$ cat config.mk
export PLATFORM = sky130hd
export DESIGN_NAME = dma_read_fsm
export DESIGN_NICKNAME = d
export VERILOG_FILES = /design/src/design/dma_pkg.sv /design/src/design/dma_read_fsm.sv
export SDC_FILE = /design/constraint.sdc
export NUM_CORES = 1
export LEC_CHECK = 0
export ABC_AREA = 1
export BUFFER_PORTS_ARGS = -buffer_cell sky130_fd_sc_hd__buf_2
export CORE_MARGIN = 5
export CORE_UTILIZATION = 36
export DETAILED_ROUTE_END_ITERATION = 12
export PLACE_DENSITY = 0.68
export SYNTH_ARGS = -nofsm -noshare
export SYNTH_HDL_FRONTEND = slang
export SYNTH_SLANG_ARGS = --single-unit
$ cat constraint.sdc
create_clock -name clk -period 1.17 [get_ports clk]
set_input_delay 0.1755 -clock clk [delete_from_list [all_inputs] [get_ports clk]]
set_output_delay 0.1755 -clock clk [all_outputs]
set_load 0.02 [all_outputs]
$ cat src/design/dma_pkg.sv
package dma_pkg;

   localparam int PCIE_ADDR_WIDTH    = 64;
   localparam int LEN_WIDTH          = 16;
   localparam int TAG_WIDTH          = 8;
   localparam int STATUS_ERROR_WIDTH = 4;

   // max read request size, encoded as in the PCIe device control register
   localparam int MRRS_WIDTH          = 3;
   localparam int MRRS_CODE_MAX       = 5;
   localparam int BASE_READ_REQ_WORDS = 16;

   typedef enum logic [2:0] {
      ST_IDLE,
      ST_START,
      ST_ISSUE,
      ST_WAIT_CPL,
      ST_STATUS
   } dma_state_t;

   // status codes on read_desc_status_error
   typedef enum logic [STATUS_ERROR_WIDTH-1:0] {
      DMA_ERROR_NONE    = 0,
      DMA_ERROR_CPL     = 1,
      DMA_ERROR_BAD_LEN = 2
   } dma_error_t;

endpackage

$ cat src/design/dma_read_fsm.sv
`timescale 1ns/1ps

module dma_read_fsm (
   input  logic                          clk,
   input  logic                          rst,

   input  logic                          read_desc_valid,
   input  logic [dma_pkg::TAG_WIDTH-1:0] read_desc_tag,
   output logic                          read_desc_ready,

   // from the length counter
   input  logic                          len_zero,
   input  logic                          cpl_last,
   input  logic                          last_chunk,
   output logic                          desc_load,
   output logic                          req_fire,

   input  logic                          cpl_valid,
   input  logic                          cpl_error,

   input  logic                          rd_req_ready,
   output logic                          rd_req_valid,

   output logic [dma_pkg::TAG_WIDTH-1:0] read_desc_status_tag,
   output dma_pkg::dma_error_t           read_desc_status_error,
   output logic                          read_desc_status_valid
);

   import dma_pkg::*;

   dma_state_t state;
   dma_state_t state_next;

   // outputs decoded from the state register
   assign read_desc_ready        = (state == ST_IDLE);
   assign rd_req_valid           = (state == ST_ISSUE);
   assign read_desc_status_valid = (state == ST_STATUS);

   assign desc_load = read_desc_valid && read_desc_ready;
   assign req_fire  = rd_req_valid && rd_req_ready;

   always_comb begin
      state_next = state;
      case (state)
         ST_IDLE: begin
            if (read_desc_valid) begin
               state_next = ST_START;
            end
         end
         ST_START: begin
            // counter is loaded by now, so len_zero is valid
            if (len_zero) begin
               state_next = ST_STATUS;
            end else begin
               state_next = ST_ISSUE;
            end
         end
         ST_ISSUE: begin
            if (rd_req_ready) begin
               state_next = ST_WAIT_CPL;
            end
         end
         ST_WAIT_CPL: begin
            if (cpl_last) begin
               if (last_chunk) begin
                  state_next = ST_STATUS;
               end else begin
                  state_next = ST_ISSUE;
               end
            end
         end
         ST_STATUS: begin
            state_next = ST_IDLE;
         end
         default: begin
            state_next = ST_IDLE;
         end
      endcase
   end

   always_ff @(posedge clk) begin
      if (rst) begin
         state <= ST_IDLE;
      end else begin
         state <= state_next;
      end
   end

   // sticky error, cleared per descriptor
   always_ff @(posedge clk) begin
      if (rst) begin
         read_desc_status_error <= DMA_ERROR_NONE;
      end else if (desc_load) begin
         read_desc_status_error <= DMA_ERROR_NONE;
      end else if (state == ST_START && len_zero) begin
         read_desc_status_error <= DMA_ERROR_BAD_LEN;
      end else if (state == ST_WAIT_CPL && cpl_valid && cpl_error) begin
         read_desc_status_error <= DMA_ERROR_CPL;
      end
   end

   always_ff @(posedge clk) begin
      if (desc_load) begin
         read_desc_status_tag <= read_desc_tag;
      end
   end

endmodule

### After elaboration in Yosys (flattened, before gate mapping)

Index checks and enable logic that the tools add are counted.

* bits of input ports: 17
* flip-flop bits (word level): 13
* word-level logic and storage cells: 29

* multiplexer cells: 8
* equal/unequal tests: 7
* reduce and logical (&&, ||, !) cells: 10

Operators with widths (count)
* two-way mux 3 bit: 5
* one-hot mux 3 bit (4 select lines): 1
* == test 3 x 2 -> 1 bit, second input constant: 2
* != test 2 bit, second input constant: 3
* logical AND 1 bit: 5
* two-way mux 2 bit: 2
* == test 3 x 1 -> 1 bit, second input constant: 1
* == test 3 bit, second input constant: 1
* zero test 3 bit: 1
* AND reduction 3 bit: 1
* OR reduction 3 bit: 1
* nonzero test 2 bit: 1
* OR reduction 2 bit: 1

### Logic depth before layout (Yosys ltp)

* depth after elaboration: 5
* gate-level depth with buffers: 7

### Worst setup path before layout

OpenSTA, ideal clock, no wires.

* path type: register -> register
* start point: register state[0]
* end point: register read_desc_status_tag[0] (netlist name), enable pin
* slack: -0.384 ns
* cell stages (with the launch flop): 4
* data arrival time: 1.170 ns
* period minus slack after synthesis: 1.554 ns
* cell sequence: dfxtp_1 nor2_1 nand2_1 nor2_1

* word-level cells in the longest chain between the ends: 2

Ends and longest elaborated chain
* start, declared: RTL line dma_read_fsm.sv:31 `dma_state_t state;`
* start signal, assigned: RTL line dma_read_fsm.sv:85 `state <= state_next;`
* zero test 3 bit: RTL line dma_read_fsm.sv:35 `assign read_desc_ready = (state == ST_IDLE);`
* logical AND 1 bit: RTL line dma_read_fsm.sv:39 `assign desc_load = read_desc_valid && read_desc_ready;`
* via desc_load: RTL line dma_read_fsm.sv:15 `output logic desc_load,`
* end signal, assigned: RTL line dma_read_fsm.sv:104 `read_desc_status_tag <= read_desc_tag;`
* end, declared: RTL line dma_read_fsm.sv:24 `output logic [dma_pkg::TAG_WIDTH-1:0] read_desc_status_tag,`

The timed path passes the listed nets, and every way through them passes these cells.
A chain may end at the register's enable or synchronous reset.

### Worst setup path in the final report

* start point: register state[1]
* end point: output read_desc_status_valid

* word-level cells in the longest chain between the ends: 1

Ends and longest elaborated chain
* == test 3 bit: RTL line dma_read_fsm.sv:37 `assign read_desc_status_valid = (state == ST_STATUS);`
* end, declared: RTL line dma_read_fsm.sv:26 `output logic read_desc_status_valid`

No other way between the ends.

==> impl_metrics.prom <==
# TYPE chip_impl_metric gauge
chip_impl_info{name="postSynth.topFlopCell",value="edfxtp_1"} 1
chip_impl_metric{name="yosys_warn_count",unit=""} 0
chip_impl_metric{name="synth.lib_cells_used.distinct",unit=""} 14
chip_impl_metric{name="finalHoldWorstSlack",unit="ns"} 0.0743
chip_impl_metric{name="layout.area.seq",unit="um^2"} 349
chip_impl_info{name="run_status",value="complete, but fails checks"} 1
chip_impl_metric{name="grt_overflow",unit=""} 0
chip_impl_metric{name="synth.top_cell.area_share",unit="%"} 42.8
chip_impl_metric{name="n_diodes",unit=""} 0
chip_impl_metric{name="io_pins",unit=""} 34
chip_impl_metric{name="pwr-share-comb",unit="%"} 33.4
chip_impl_metric{name="cellPowerDensity",unit="nW/um^2"} 1390
chip_impl_metric{name="multi_input_comb_area",unit="um^2"} 206
chip_impl_metric{name="dp_hpwl",unit="um"} 1090
chip_impl_metric{name="maximum_number_of_pins_on_one_net_before_global_route_repair",unit=""} 9
chip_impl_metric{name="first_global_vias",unit=""} 593
chip_impl_info{name="ctsRootBufferMaster",value="clkbuf_4"} 1
chip_impl_metric{name="vdd_drop_max",unit="uV"} 539
chip_impl_metric{name="detailroute.wirelength.met3",unit="um"} 128
chip_impl_metric{name="global_route.usage.total",unit="%"} 12.5
chip_impl_metric{name="ff2ff_setup_slack",unit="ns"} 0.02
chip_impl_metric{name="cts-hold-fix-buffers",unit=""} 0
chip_impl_metric{name="drt_wl_total",unit="um"} 1470
chip_impl_metric{name="clkSlewWorstSetupHoldPaths",unit="ns"} 0.08
chip_impl_info{name="synth.most_common_cell",value="inv_1"} 1
chip_impl_metric{name="postSynthRegisterBits",unit=""} 13
chip_impl_info{name="endpoint_type_of_the_worst_setup_path",value="primary output"} 1
chip_impl_metric{name="design.final.nets",unit=""} 123
chip_impl_metric{name="io_buffer_count",unit=""} 31
chip_impl_metric{name="routed_length_per_instance",unit="um"} 12.2
chip_impl_metric{name="final-setup-viol-count",unit=""} 5
chip_impl_metric{name="area_growth_syn_to_layout",unit="%"} 61.5
chip_impl_metric{name="wl_met1",unit="um"} 579
chip_impl_metric{name="detailroute.via_count",unit=""} 548
chip_impl_metric{name="final-hold-violation-count",unit=""} 0
chip_impl_metric{name="final_area",unit="um^2"} 907
chip_impl_metric{name="grt_pass1_wl",unit="um"} 2380
chip_impl_metric{name="sequentialPowerShare",unit="%"} 45.2
chip_impl_metric{name="final.period_utilization",unit="%"} 107
chip_impl_metric{name="initial_utilization",unit="%"} 37.7
chip_impl_metric{name="ys_seq_area_share",unit="%"} 60.6
chip_impl_metric{name="clkPwrFrac",unit="%"} 21.4
chip_impl_info{name="grt_setup_unrepaired",value="true"} 1
chip_impl_metric{name="switching_fraction_of_total_power",unit="%"} 32.2
chip_impl_metric{name="crit_path_max_fanout",unit=""} 6
chip_impl_metric{name="fraction_of_registers_with_async_set_or_reset_after_synthesis",unit="%"} 0
chip_impl_metric{name="numPlacedInstances",unit=""} 112
chip_impl_metric{name="cp.arrival",unit="ns"} 1.08
chip_impl_metric{name="drc",unit=""} 0
chip_impl_metric{name="die_area",unit="um^2"} 2450
chip_impl_metric{name="antenna_left",unit=""} 0
chip_impl_metric{name="instances_no_fill",unit=""} 121
chip_impl_metric{name="routabilityCongestion",unit=""} 0.756
chip_impl_metric{name="dr_wl_met2",unit="um"} 743
chip_impl_metric{name="static-leakage-power",unit="nW"} 0.452
chip_impl_metric{name="synth_edf_count",unit=""} 8
chip_impl_metric{name="placement.cell_area",unit="um^2"} 761
chip_impl_metric{name="placementRows",unit=""} 14
chip_impl_metric{name="design.core.area",unit="um^2"} 1490
chip_impl_metric{name="vias_per_cell",unit=""} 4.53
chip_impl_metric{name="clk-insertion-delay-late",unit="ns"} 0.27
chip_impl_metric{name="power_switching",unit="mW"} 0.408
chip_impl_metric{name="layout.filler_cells",unit=""} 124
chip_impl_metric{name="postLayoutSetupSlackWorst",unit="ns"} -0.0850
chip_impl_metric{name="highest_attainable_clock_frequency",unit="MHz"} 797
chip_impl_metric{name="antenna_found_initial",unit=""} 0
chip_impl_metric{name="power_report.internal_total",unit="mW"} 0.856
chip_impl_metric{name="tritoncts.num_buffers",unit=""} 3
chip_impl_metric{name="ctsLongestPathBuffers",unit=""} 2
chip_impl_metric{name="initialDrtViolationCount",unit=""} 8
chip_impl_info{name="yosys-top-cells-count",value="14 x inv_1, 10 x nand2_1, 8 x edfxtp_1, 8 x nor2_1, 5 x dfxtp_1"} 1
chip_impl_metric{name="clock_skew",unit="ns"} 0.00457
chip_impl_metric{name="max-cap-violations",unit=""} 0
chip_impl_metric{name="syn-mean-instance-area",unit="um^2"} 8.92
chip_impl_metric{name="worst-endpoint-required",unit="ns"} 0.99
chip_impl_info{name="maxUsedRoutingLayer",value="met4"} 1
chip_impl_metric{name="synth.cell_area",unit="um^2"} 562
chip_impl_metric{name="die_width",unit="um"} 49.5
chip_impl_metric{name="synth_cells",unit=""} 63
chip_impl_info{name="tritoncts",value="built"} 1
chip_impl_metric{name="cts_num_sinks",unit=""} 13
chip_impl_metric{name="finalCriticalPeriod",unit="ns"} 1.25
chip_impl_info{name="violated_checks",value="negative setup slack"} 1
chip_impl_metric{name="clock_tree.htree_level_count",unit=""} 1
chip_impl_metric{name="maxSlewViolCount",unit=""} 0
chip_impl_info{name="synth_top_cells_by_area",value="edfxtp_1 43%, dfxtp_1 18%, inv_1 9.4%"} 1
chip_impl_metric{name="detail_route.first_pass.iterations",unit=""} 3
chip_impl_info{name="path_class",value="flip-flop to primary output"} 1
chip_impl_metric{name="pre_cts_ws",unit="ns"} -0.0441
chip_impl_metric{name="drive_above_1_share",unit="%"} 54.3
chip_impl_metric{name="report.power.total",unit="mW"} 1.26
chip_impl_metric{name="chipHeight",unit="um"} 49.5
chip_impl_info{name="worst_hold_path_type",value="primary input to flip-flop"} 1
chip_impl_info{name="netlist.top_cell.by_area",value="edfxtp_1"} 1
chip_impl_info{name="critical_path.startpoint_type",value="flip-flop"} 1
==> registers in the layout, indices dropped and copies added, names as in the netlist <==
register	cells
read_desc_status_tag	8
state	3
read_desc_status_error	2
==> critical path: stages, from the launching register on <==
cell     delay (ns)
dfxtp_2        0.34
buf_6          0.13
nor3_4         0.20
buf_6          0.14
==> final cells by class <==
cell class                      count  share of cell area [%]
Sequential cell                    13                    38.5
Timing Repair Buffer               39                    27.6
Multi-Input combinational cell     35                    22.8
Inverter                           14                    6.07
Clock buffer                        4                    2.90
Tap cell                           16                    2.21
==> kinds of logic after synthesis <==
logic type	count (synthesis)	synth area share [%]
flops	13	60.6
simple gates	26	19.6
compound gates	7	7.13
other cells	1	0.668
buf+inv	16	12.0
==> routing by layer <==
metal  global-route usage [%]  vias up
li1                         -      282
met1                     13.2      238
met2                     22.5       26
met3                     2.11        2
met4                     7.86        0
met5                        0        -
==> timing repair <==
action                     CTS  global route
buffers inserted             4             1
resized for setup           26             2
gates cloned                 0             0
pin swaps                    4             3
setup endpoints to repair    5            16
==> path summary, 6_finish.rpt <==
kind | from | to | depth (start not counted)
worst max-delay path | state[1]$_SDFFE_PP0P_ | read_desc_status_valid | 3
worst min-delay path | read_desc_tag[6] | read_desc_status_tag[6]$_DFFE_PP_ | 1
worst max register to register | state[0]$_SDFFE_PP0P_ | state[1]$_SDFFE_PP0P_ | 7
worst min register to register | read_desc_status_error[1]$_SDFFE_PP0P_ | read_desc_status_error[1]$_SDFFE_PP0P_ | 2
==> power by group through the flow <==
stage / clock, mW / sequential, mW / combinational, mW
global route: 0.298 / 0.575 / 0.463
global placement: 0 / 0.570 / 0.308
CTS: 0.281 / 0.571 / 0.415
floorplan: 0 / 0.620 / 0.152
detailed placement: 0 / 0.574 / 0.313
finish: 0.270 / 0.571 / 0.422
==> through the flow <==
step / TNS [ns] / util, %
3_3_place_gp: -0.00179 / 51.1
4_1_cts: -0.268 / 60.1
2_1_floorplan: 0 / -
3_5_place_dp: -0.0441 / 51.1
5_1_grt: -0.689 / 60.9
6_report: -0.268 / 60.9
==> cells in the final DEF (no fill, tap or decap), types with 2 or more instances in the layout <==
cell type / count
nor2_2: 2
nor2_4: 3
nand2_1: 8
inv_1: 11
nand4_1: 2
buf_2: 26
dfxtp_4: 2
conb_1: 2
clkbuf_4: 3
nor2_1: 3
nand3_1: 4
o21ai_0: 4
inv_2: 2
buf_6: 6
dfxtp_1: 2
buf_4: 7
edfxtp_1: 8
Note: power is estimated with default switching activity, not from simulation.
