$ cat config.mk
export PLATFORM = sky130hd
export DESIGN_NAME = dma_len_counter
export DESIGN_NICKNAME = d
export VERILOG_FILES = /design/src/design/dma_pkg.sv /design/src/design/dma_len_counter.sv
export SDC_FILE = /design/constraint.sdc
export NUM_CORES = 1
export LEC_CHECK = 0
export ABC_AREA = 1
export BUFFER_PORTS_ARGS = -buffer_cell sky130_fd_sc_hd__buf_2
export CELL_PAD_IN_SITES_DETAIL_PLACEMENT = 1
export CELL_PAD_IN_SITES_GLOBAL_PLACEMENT = 1
export CORE_MARGIN = 3
export CORE_UTILIZATION = 36
export DETAILED_ROUTE_END_ITERATION = 10
export PLACE_DENSITY_LB_ADDON = 0.15
export SYNTH_ARGS = -nofsm -noshare
export SYNTH_HDL_FRONTEND = slang
export SYNTH_SLANG_ARGS = --single-unit
$ cat constraint.sdc
create_clock -name clk -period 3.5 [get_ports clk]
set_clock_uncertainty 0.2 [all_clocks]
set_input_delay 0.175 -clock clk [delete_from_list [all_inputs] [get_ports clk]]
set_output_delay 0.175 -clock clk [all_outputs]
set_load 0.05 [all_outputs]
$ cat src/design/dma_pkg.sv
package dma_pkg;

   localparam int PCIE_ADDR_WIDTH    = 64;
   localparam int LEN_WIDTH          = 16;
   localparam int TAG_WIDTH          = 8;
   localparam int STATUS_ERROR_WIDTH = 4;

   // max read request size, encoded as in the PCIe device control register
   localparam int MRRS_WIDTH          = 3;
   localparam int MRRS_CODE_MAX       = 5;
   localparam int BASE_READ_REQ_WORDS = 16;

   typedef enum logic [2:0] {
      ST_IDLE,
      ST_START,
      ST_ISSUE,
      ST_WAIT_CPL,
      ST_STATUS
   } dma_state_t;

   // status codes on read_desc_status_error
   typedef enum logic [STATUS_ERROR_WIDTH-1:0] {
      DMA_ERROR_NONE    = 0,
      DMA_ERROR_CPL     = 1,
      DMA_ERROR_BAD_LEN = 2
   } dma_error_t;

endpackage

$ cat src/design/dma_len_counter.sv
`timescale 1ns/1ps

module dma_len_counter #(
   parameter int DATA_WIDTH     = 64,
   parameter int RAM_ADDR_WIDTH = 10
) (
   input  logic                                clk,
   input  logic                                rst,

   input  logic                                desc_load,
   input  logic [dma_pkg::PCIE_ADDR_WIDTH-1:0] read_desc_pcie_addr,
   input  logic [RAM_ADDR_WIDTH-1:0]           read_desc_ram_addr,
   input  logic [dma_pkg::LEN_WIDTH-1:0]       read_desc_len,

   input  logic [dma_pkg::MRRS_WIDTH-1:0]      max_read_request_size,

   input  logic                                req_fire,
   input  logic                                cpl_valid,

   output logic [dma_pkg::PCIE_ADDR_WIDTH-1:0] rd_req_addr,
   output logic [dma_pkg::LEN_WIDTH-1:0]       rd_req_len,
   output logic                                len_zero,
   output logic                                last_chunk,
   output logic                                cpl_last,
   output logic [RAM_ADDR_WIDTH-1:0]           ram_wr_addr
);

   import dma_pkg::*;

   // host bytes per RAM word
   localparam int WORD_BYTES = DATA_WIDTH / 8;

   logic [MRRS_WIDTH-1:0]      mrrs_code;
   logic [LEN_WIDTH-1:0]       max_req_words;
   logic [LEN_WIDTH-1:0]       remaining;
   logic [LEN_WIDTH-1:0]       chunk_len;
   logic [LEN_WIDTH-1:0]       cpl_count;
   logic [PCIE_ADDR_WIDTH-1:0] chunk_bytes;

   // codes 6 and 7 behave like 5
   assign mrrs_code = (max_read_request_size > MRRS_WIDTH'(MRRS_CODE_MAX)) ?
                      MRRS_WIDTH'(MRRS_CODE_MAX) : max_read_request_size;

   assign max_req_words = LEN_WIDTH'(BASE_READ_REQ_WORDS) << mrrs_code;

   // current chunk, stable while the request waits for ready
   assign rd_req_len = (remaining < max_req_words) ? remaining : max_req_words;

   assign len_zero = (remaining == '0);

   assign chunk_bytes = PCIE_ADDR_WIDTH'(rd_req_len) * PCIE_ADDR_WIDTH'(WORD_BYTES);

   // final word of the request in flight
   assign cpl_last = cpl_valid && (cpl_count == chunk_len - LEN_WIDTH'(1));

   always_ff @(posedge clk) begin
      if (rst) begin
         remaining  <= '0;
         chunk_len  <= '0;
         last_chunk <= 1'b0;
      end else if (desc_load) begin
         remaining  <= read_desc_len;
         last_chunk <= 1'b0;
      end else if (req_fire) begin
         remaining  <= remaining - rd_req_len;
         chunk_len  <= rd_req_len;
         last_chunk <= (remaining == rd_req_len);
      end
   end

   // word count within the chunk
   always_ff @(posedge clk) begin
      if (rst) begin
         cpl_count <= '0;
      end else if (req_fire || cpl_last) begin
         cpl_count <= '0;
      end else if (cpl_valid) begin
         cpl_count <= cpl_count + LEN_WIDTH'(1);
      end
   end

   always_ff @(posedge clk) begin
      if (desc_load) begin
         rd_req_addr <= read_desc_pcie_addr;
      end else if (req_fire) begin
         rd_req_addr <= rd_req_addr + chunk_bytes;
      end
   end

   // wraps at the RAM size
   always_ff @(posedge clk) begin
      if (desc_load) begin
         ram_wr_addr <= read_desc_ram_addr;
      end else if (cpl_valid) begin
         ram_wr_addr <= ram_wr_addr + RAM_ADDR_WIDTH'(1);
      end
   end

endmodule

### Word level (Yosys, flattened, before mapping)

Index checks and enable logic that the tools add are counted.

| storage, ports and cells | value |
|---|---|
| register bits after elaboration | 123 |
| output and inout port bits | 93 |
| word-level logic and storage cells | 33 |
| bits of input ports | 98 |

| cells by class | value |
|---|---|
| bitwise operators | 1 |
| equal/unequal tests | 2 |
| reductions and logical operators | 8 |
| multiplexer cells | 8 |
| $lt $le $gt $ge | 2 |
| $add $sub $neg | 5 |
| shift operators | 1 |

Operators with widths:

| kind | count |
|---|---|
| 2-to-1 mux 64 bit | 2 |
| adder 64 x 19 -> 64 bit | 1 |
| 2-to-1 mux 16 bit | 3 |
| == test 16 bit | 2 |
| 2-to-1 mux 10 bit | 2 |
| adder 16 x 1 -> 16 bit, second input constant | 1 |
| logical NOT 16 bit | 1 |
| less-than comparator 16 bit | 1 |
| left shift 5 x 3 -> 16 bit, first input constant | 1 |
| subtractor 16 x 1 -> 16 bit, second input constant | 1 |
| subtractor 16 bit | 1 |
| adder 10 x 1 -> 10 bit, second input constant | 1 |
| nonzero test 2 bit | 2 |
| OR reduction 2 bit | 2 |
| > comparator 3 bit, second input constant | 1 |
| 2-to-1 mux 3 bit | 1 |
| AND reduction 2 bit | 1 |
| logical AND 1 bit | 1 |
| logical OR 1 bit | 1 |
| inverter 1 bit | 1 |

### Depth between registers and ports, before layout

| depth | value |
|---|---|
| depth in word-level cells | 8 |
| mapped depth | 30 |
| gate-level depth less buffers | 29 |

### Least setup slack after synthesis

Ideal clock, no wire load.

| timing path | value |
|---|---|
| path type | input to register |
| start point | in max_read_request_size[1] (netlist bit) |
| end point | reg rd_req_addr[57] (netlist bit), data pin |
| slack | -1.163 ns |
| path buffers | 1 |
| required time | 3.048 ns |
| cell stages on the path | 27 |
| data arrival time | 4.211 ns |
| setup time | 0.252 ns |
| cells stage by stage | inv_1 -> nor2_1 -> nand2_1 -> ha_1 -> nand2_1 -> inv_1 -> nand2_1 -> nand3_1 -> nand2_1 -> nand2_2 -> clkbuf_1 -> o21ai_0 -> ha_1 -> a21oi_1 -> o21ai_1 -> nor2_2 -> inv_1 -> nand2_1 -> nand2_2 -> nand3_1 -> nand2_1 -> nand2_2 -> clkinv_2 -> nand3b_1 -> nand2_1 -> nand2_1 -> nand2_1 |

| between the ends | value |
|---|---|
| word-level cells in the longest chain between the ends | 8 |

Ends and longest elaborated chain:

| what | line | RTL |
|---|---|---|
| start, declared | dma_len_counter.sv:15 | `input logic [dma_pkg::MRRS_WIDTH-1:0] max_read_request_size,` |
| > comparator 3 bit | dma_len_counter.sv:41 | `assign mrrs_code = (max_read_request_size > MRRS_WIDTH'(MRRS_CODE_MAX)) ?` |
| 2-to-1 mux 3 bit (*) | dma_len_counter.sv:41 |  |
| left shift 5 x 3 -> 16 bit (*) | dma_len_counter.sv:44 | `assign max_req_words = LEN_WIDTH'(BASE_READ_REQ_WORDS) << mrrs_code;` |
| less-than comparator 16 bit | dma_len_counter.sv:47 | `assign rd_req_len = (remaining < max_req_words) ? remaining : max_req_words;` |
| 2-to-1 mux 16 bit (*) | dma_len_counter.sv:47 |  |
| named net rd_req_len, one bit | dma_len_counter.sv:21 | `output logic [dma_pkg::LEN_WIDTH-1:0] rd_req_len,` |
| adder 64 x 19 -> 64 bit (*) | dma_len_counter.sv:86 | `rd_req_addr <= rd_req_addr + chunk_bytes;` |
| 2-to-1 mux 64 bit (*) | dma_len_counter.sv:85 | `end else if (req_fire) begin` |
| 2-to-1 mux 64 bit (*) | dma_len_counter.sv:83 | `if (desc_load) begin` |
| end signal, assigned | dma_len_counter.sv:84 | `rd_req_addr <= read_desc_pcie_addr;` |
| end signal, assigned | dma_len_counter.sv:86 |  |
| end, declared | dma_len_counter.sv:20 | `output logic [dma_pkg::PCIE_ADDR_WIDTH-1:0] rd_req_addr,` |

Mark *: on every way through the listed nets, which the timed path passes. The rest lies on a longest branch. The select of a mux whose other input is x is not followed.
A chain may end at the register's enable or synchronous reset.

### Final worst setup path

| timing path | value |
|---|---|
| start point | reg remaining[5] |
| end point | reg rd_req_addr[24] (netlist bit), data pin |

| between the ends | value |
|---|---|
| word-level cells in the longest chain between the ends | 5 |

Ends and longest elaborated chain:

| what | line | RTL |
|---|---|---|
| start, declared | dma_len_counter.sv:35 | `logic [LEN_WIDTH-1:0] remaining;` |
| start signal, assigned | dma_len_counter.sv:62 | `remaining <= read_desc_len;` |
| start signal, assigned | dma_len_counter.sv:65 | `remaining <= remaining - rd_req_len;` |
| less-than comparator 16 bit | dma_len_counter.sv:47 |  |
| 2-to-1 mux 16 bit (*) | dma_len_counter.sv:47 |  |
| adder 64 x 19 -> 64 bit (*) | dma_len_counter.sv:86 |  |
| 2-to-1 mux 64 bit (*) | dma_len_counter.sv:85 |  |
| 2-to-1 mux 64 bit (*) | dma_len_counter.sv:83 |  |

Mark *: on every way between the ends. The rest lies on a longest branch, timed or not. The select of a mux whose other input is x is not followed.

==> run_results.csv <==
group,metric,value,unit
layout,drive_gt1_share,33.4,%
critical_path,worst_setup_path_end_kind,"register",
detailed_routing,drtAntennaViolNets,0,
power_and_ir_drop,p_leak,6.73,nW
critical_path,crit_path_end,"rd_req_addr[24]",
synth,synth-edff-count,74,
layout,final_util,58.3,%
timing,worst_slack,-0.237,ns
floorplanning,ioPinCount,191,
synth,yosysSeqAreaShare,34.1,%
power_and_ir_drop,powerDensity,465,nW/um2
critical_path,cp-startpoint,"remaining[5]",
floorplanning,floorplan.die.width,167,um
grt,grt_max_degree,65,
floorplanning,dieArea,28000,um2
synth,yosysTopAreaCell,"edfxtp_1",
timing,finalCritPeriodShare,107,%
floorplanning,start_util,36.9,%
grt,grtUsageTotal,28.1,%
power_and_ir_drop,ir_worst_vdd,290,uV
status,violations,"negative setup slack",
critical_path,required,3.50,ns
floorplanning,rows,58,
synth,synth_area_per_cell,6.76,um2
cts,root_buffer,"clkbuf_16",
placement,place.gp.congestion,0.944,
detailed_routing,wl_per_cell,21.4,um
detailed_routing,drtIter0Drc,788,
placement,dp_hpwl,28900,um
critical_path,rrSetupSlack,-0.24,ns
cts,cts_tree,"done",
critical_path,cp-start-kind,"register",
placement,placed_cell_area,11800,um2
timing,worst_slew_margin_rel,49.0,%
timing,period_needed,3.74,ns
grt,grt_pass1_vias,12000,
synth,syn-cell-area,9380,um2
detailed_routing,vias,12000,
cts,clk_latency,0.44,ns
cts,cts_buffer_depth,2,
layout,antennaDiodeCount,0,
detailed_routing,post_drt_via_cell_ratio,5.51,
critical_path,worstPathArrival,3.73,ns
min_path,hp-class,"primary input to register",
timing,maxSlewViolCount,0,
detailed_routing,dr.pass1.iters,5,
layout,fin_area,14800,um2
synth,ys_ff_latch,123,
synth,synth_top_area_share,23.7,%
status,status,"finished, violations left",
timing,grt_setup_unrepaired,"true",
timing,setup_viol,51,
critical_path,worstReg2RegEnd,"rd_req_addr[24]",
flow_run,cap_viol_max_count,0,
critical_path,worst-setup-path-type,"register to register",
cts,numCtsBuffers,17,
synth,ys.flop_type,"edfxtp_1",
critical_path,cp_max_fo,5,
layout,area_growth,57.7,%
grt,grt_pass1_wl,63200,um
timing,hold_viol_final,0,
critical_path,ff2ff_path_depth,24,
synth,async_flop_share,0,%
detailed_routing,wl,46800,um
cts,cts_sinks,123,
timing,worstMarginPinSlew,0.765,ns
timing,timing.fmax,268,MHz
grt,overflow,0,
synth,synth.distinct_cells,47,
placement,io_buffers,186,
grt,antenna_found_initial,0,
floorplanning,die_h,167,um
synth,synthCells,1387,
critical_path,timing.rr.start,"remaining[5]",
layout,layout.nets,1975,
floorplanning,core,25400,um2
synth,synth_warnings,0,
synth,synthTopCellsByArea,"edfxtp_1 24%, nand2_1 17%, dfxtp_1 10%, inv_1 6.7%, nor2_1 5.7%",
cts,htree_levels,4,
detailed_routing,drc,0,
cts,clkTransAtPathRegs,0.07,ns
-- power breakdown --
part | total, mW | internal (mW) | switching [mW]
registers | 1.90 | 1.71 | 0.192
clock network | 1.84 | 1.05 | 0.793
logic | 3.14 | 1.19 | 1.95
total | 6.88 | 3.95 | 2.93
-- layer usage --
| layer | up-vias | GRT usage (%) | routed length [um] |
|---|---|---|---|
| met2 | 543 | 51.9 | 23500 |
| met5 | - | 0 | 0 |
| li1 | 5455 | - | - |
| met1 | 5832 | 32.2 | 17800 |
| met3 | 198 | 3.99 | 2360 |
| met4 | 0 | 11.9 | 3120 |
-- cells by family (layout without fill, tap and decap cells) --
family,after synthesis,after routing,synth area share [%]
flip-flops,123,123,34.1
AND/OR/NAND/NOR,784,785,36.2
adder cells (fa/ha/maj),37,37,5.01
buffers and inverters,205,661,8.62
AO/OA/AOI/OAI,175,175,10.3
other,2,11,0.0801
multiplexers,1,1,0.107
XOR/XNOR,60,60,5.60
-- cells in the mapped netlist, types with 3 or more instances --
master	number
a21oi_1	57
a22oi_1	6
a31oi_1	16
buf_1	4
buf_2	3
buf_4	6
clkbuf_1	21
dfxtp_1	49
edfxtp_1	74
ha_1	36
inv_1	168
nand2_1	424
nand2_2	6
nand3_1	96
nand3b_1	8
nand4_1	32
nor2_1	143
nor2_2	8
nor3_1	31
nor3_2	3
nor4_1	11
o211ai_1	5
o21ai_0	68
o21ai_1	9
o21ai_2	3
o21bai_1	3
o31ai_1	3
or2_2	12
xnor2_1	16
xor2_1	44
-- layout make-up --
| cell class | instances | area [um2] |
|---|---|---|
| clock buffers | 17 | 425 |
| flip-flops and latches | 123 | 3210 |
| fillers | 3164 | 10600 |
| multi-input cells | 1069 | 6600 |
| clock inverters | 15 | 150 |
| repair buffers | 459 | 3350 |
| inverters | 170 | 649 |
| well taps | 330 | 413 |
-- layout by cell type, fill, tap and decap left out, types with 11 or more instances in the layout --
cell type	netlist	routed
dlygate4sd3_1	0	92
clkbuf_16	0	17
inv_1	168	155
nor2_4	2	20
nand3_1	96	78
nor2_2	8	12
nor2_1	143	121
edfxtp_1	74	74
nand2_1	424	376
xnor2_1	16	16
a31oi_1	16	13
xor2_1	44	42
buf_6	0	22
o21ai_0	68	44
a21oi_1	57	39
dfxtp_1	49	42
nor3_1	31	29
ha_1	36	15
or2_2	12	11
buf_2	3	185
buf_4	6	155
ha_4	0	21
conb_1	2	11
nand4_1	32	32
nand2_4	0	21
o21ai_1	9	16
nand2_2	6	33
nand3_2	2	16
a21oi_2	0	12
inv_2	1	11
-- through the flow --
stage	setup TNS (ns)	hold slack [ns]	setup WS [ns]	std cells	power, mW
after detailed placement	-25.89	0.237	-0.805	2009	4.21
after global placement	-18.26	0.233	-0.691	2009	4.14
after floorplan	-5.67	0.145	-0.259	1396	3.30
final	-5.54	0.0553	-0.237	2183	6.88
after global routing	-13.32	0.0912	-0.353	2183	7.14
after CTS	-0.400	0.0367	-0.102	2155	6.31
-- critical path, stage by stage (launching register included) --
cell and delay, ns:
dfxtp_2 0.38, ha_4 0.22, nand2_1 0.09, nand2_1 0.06, nand2_1 0.09, nand3_2 0.07
nand2_2 0.12, nand2_4 0.12, buf_12 0.15, buf_8 0.11, buf_6 0.12, nor2_4 0.12
ha_4 0.25, buf_4 0.15, buf_6 0.12, nand3_2 0.08, nand2_4 0.07, buf_6 0.13
nand2_4 0.06, nand3_4 0.12, buf_4 0.16, buf_4 0.12, or2_2 0.27, nand3_1 0.07
nand2_1 0.06
-- how the worst min path moves through the flow --
stage / start / to / slack (ns) / cells after the start
3_5_place_dp: read_desc_pcie_addr[1] / rd_req_addr[1] / 0.24 / 3
6_report: rst / chunk_len[15] / 0.06 / 2
5_1_grt: rst / remaining[14] / 0.09 / 2
3_3_place_gp: read_desc_pcie_addr[1] / rd_req_addr[1] / 0.23 / 3
4_1_cts: rst / chunk_len[15] / 0.04 / 2
2_1_floorplan: read_desc_len[0] / remaining[0] / 0.15 / 2
-- what timing repair did --
item,CTS,global route
hold endpoints to repair,94,0
pin swaps,43,79
gates resized for setup,105,161
setup buffers,22,30
gates cloned,1,0
hold buffers,92,0
endpoints found under the setup margin,58,63
-- flip-flops by register name, indices dropped and copies added (netlist names) --
register and count:
chunk_len 16, cpl_count 16, last_chunk 1, ram_wr_addr 10, rd_req_addr 64, remaining 16
(Power assumes the default switching activity.)
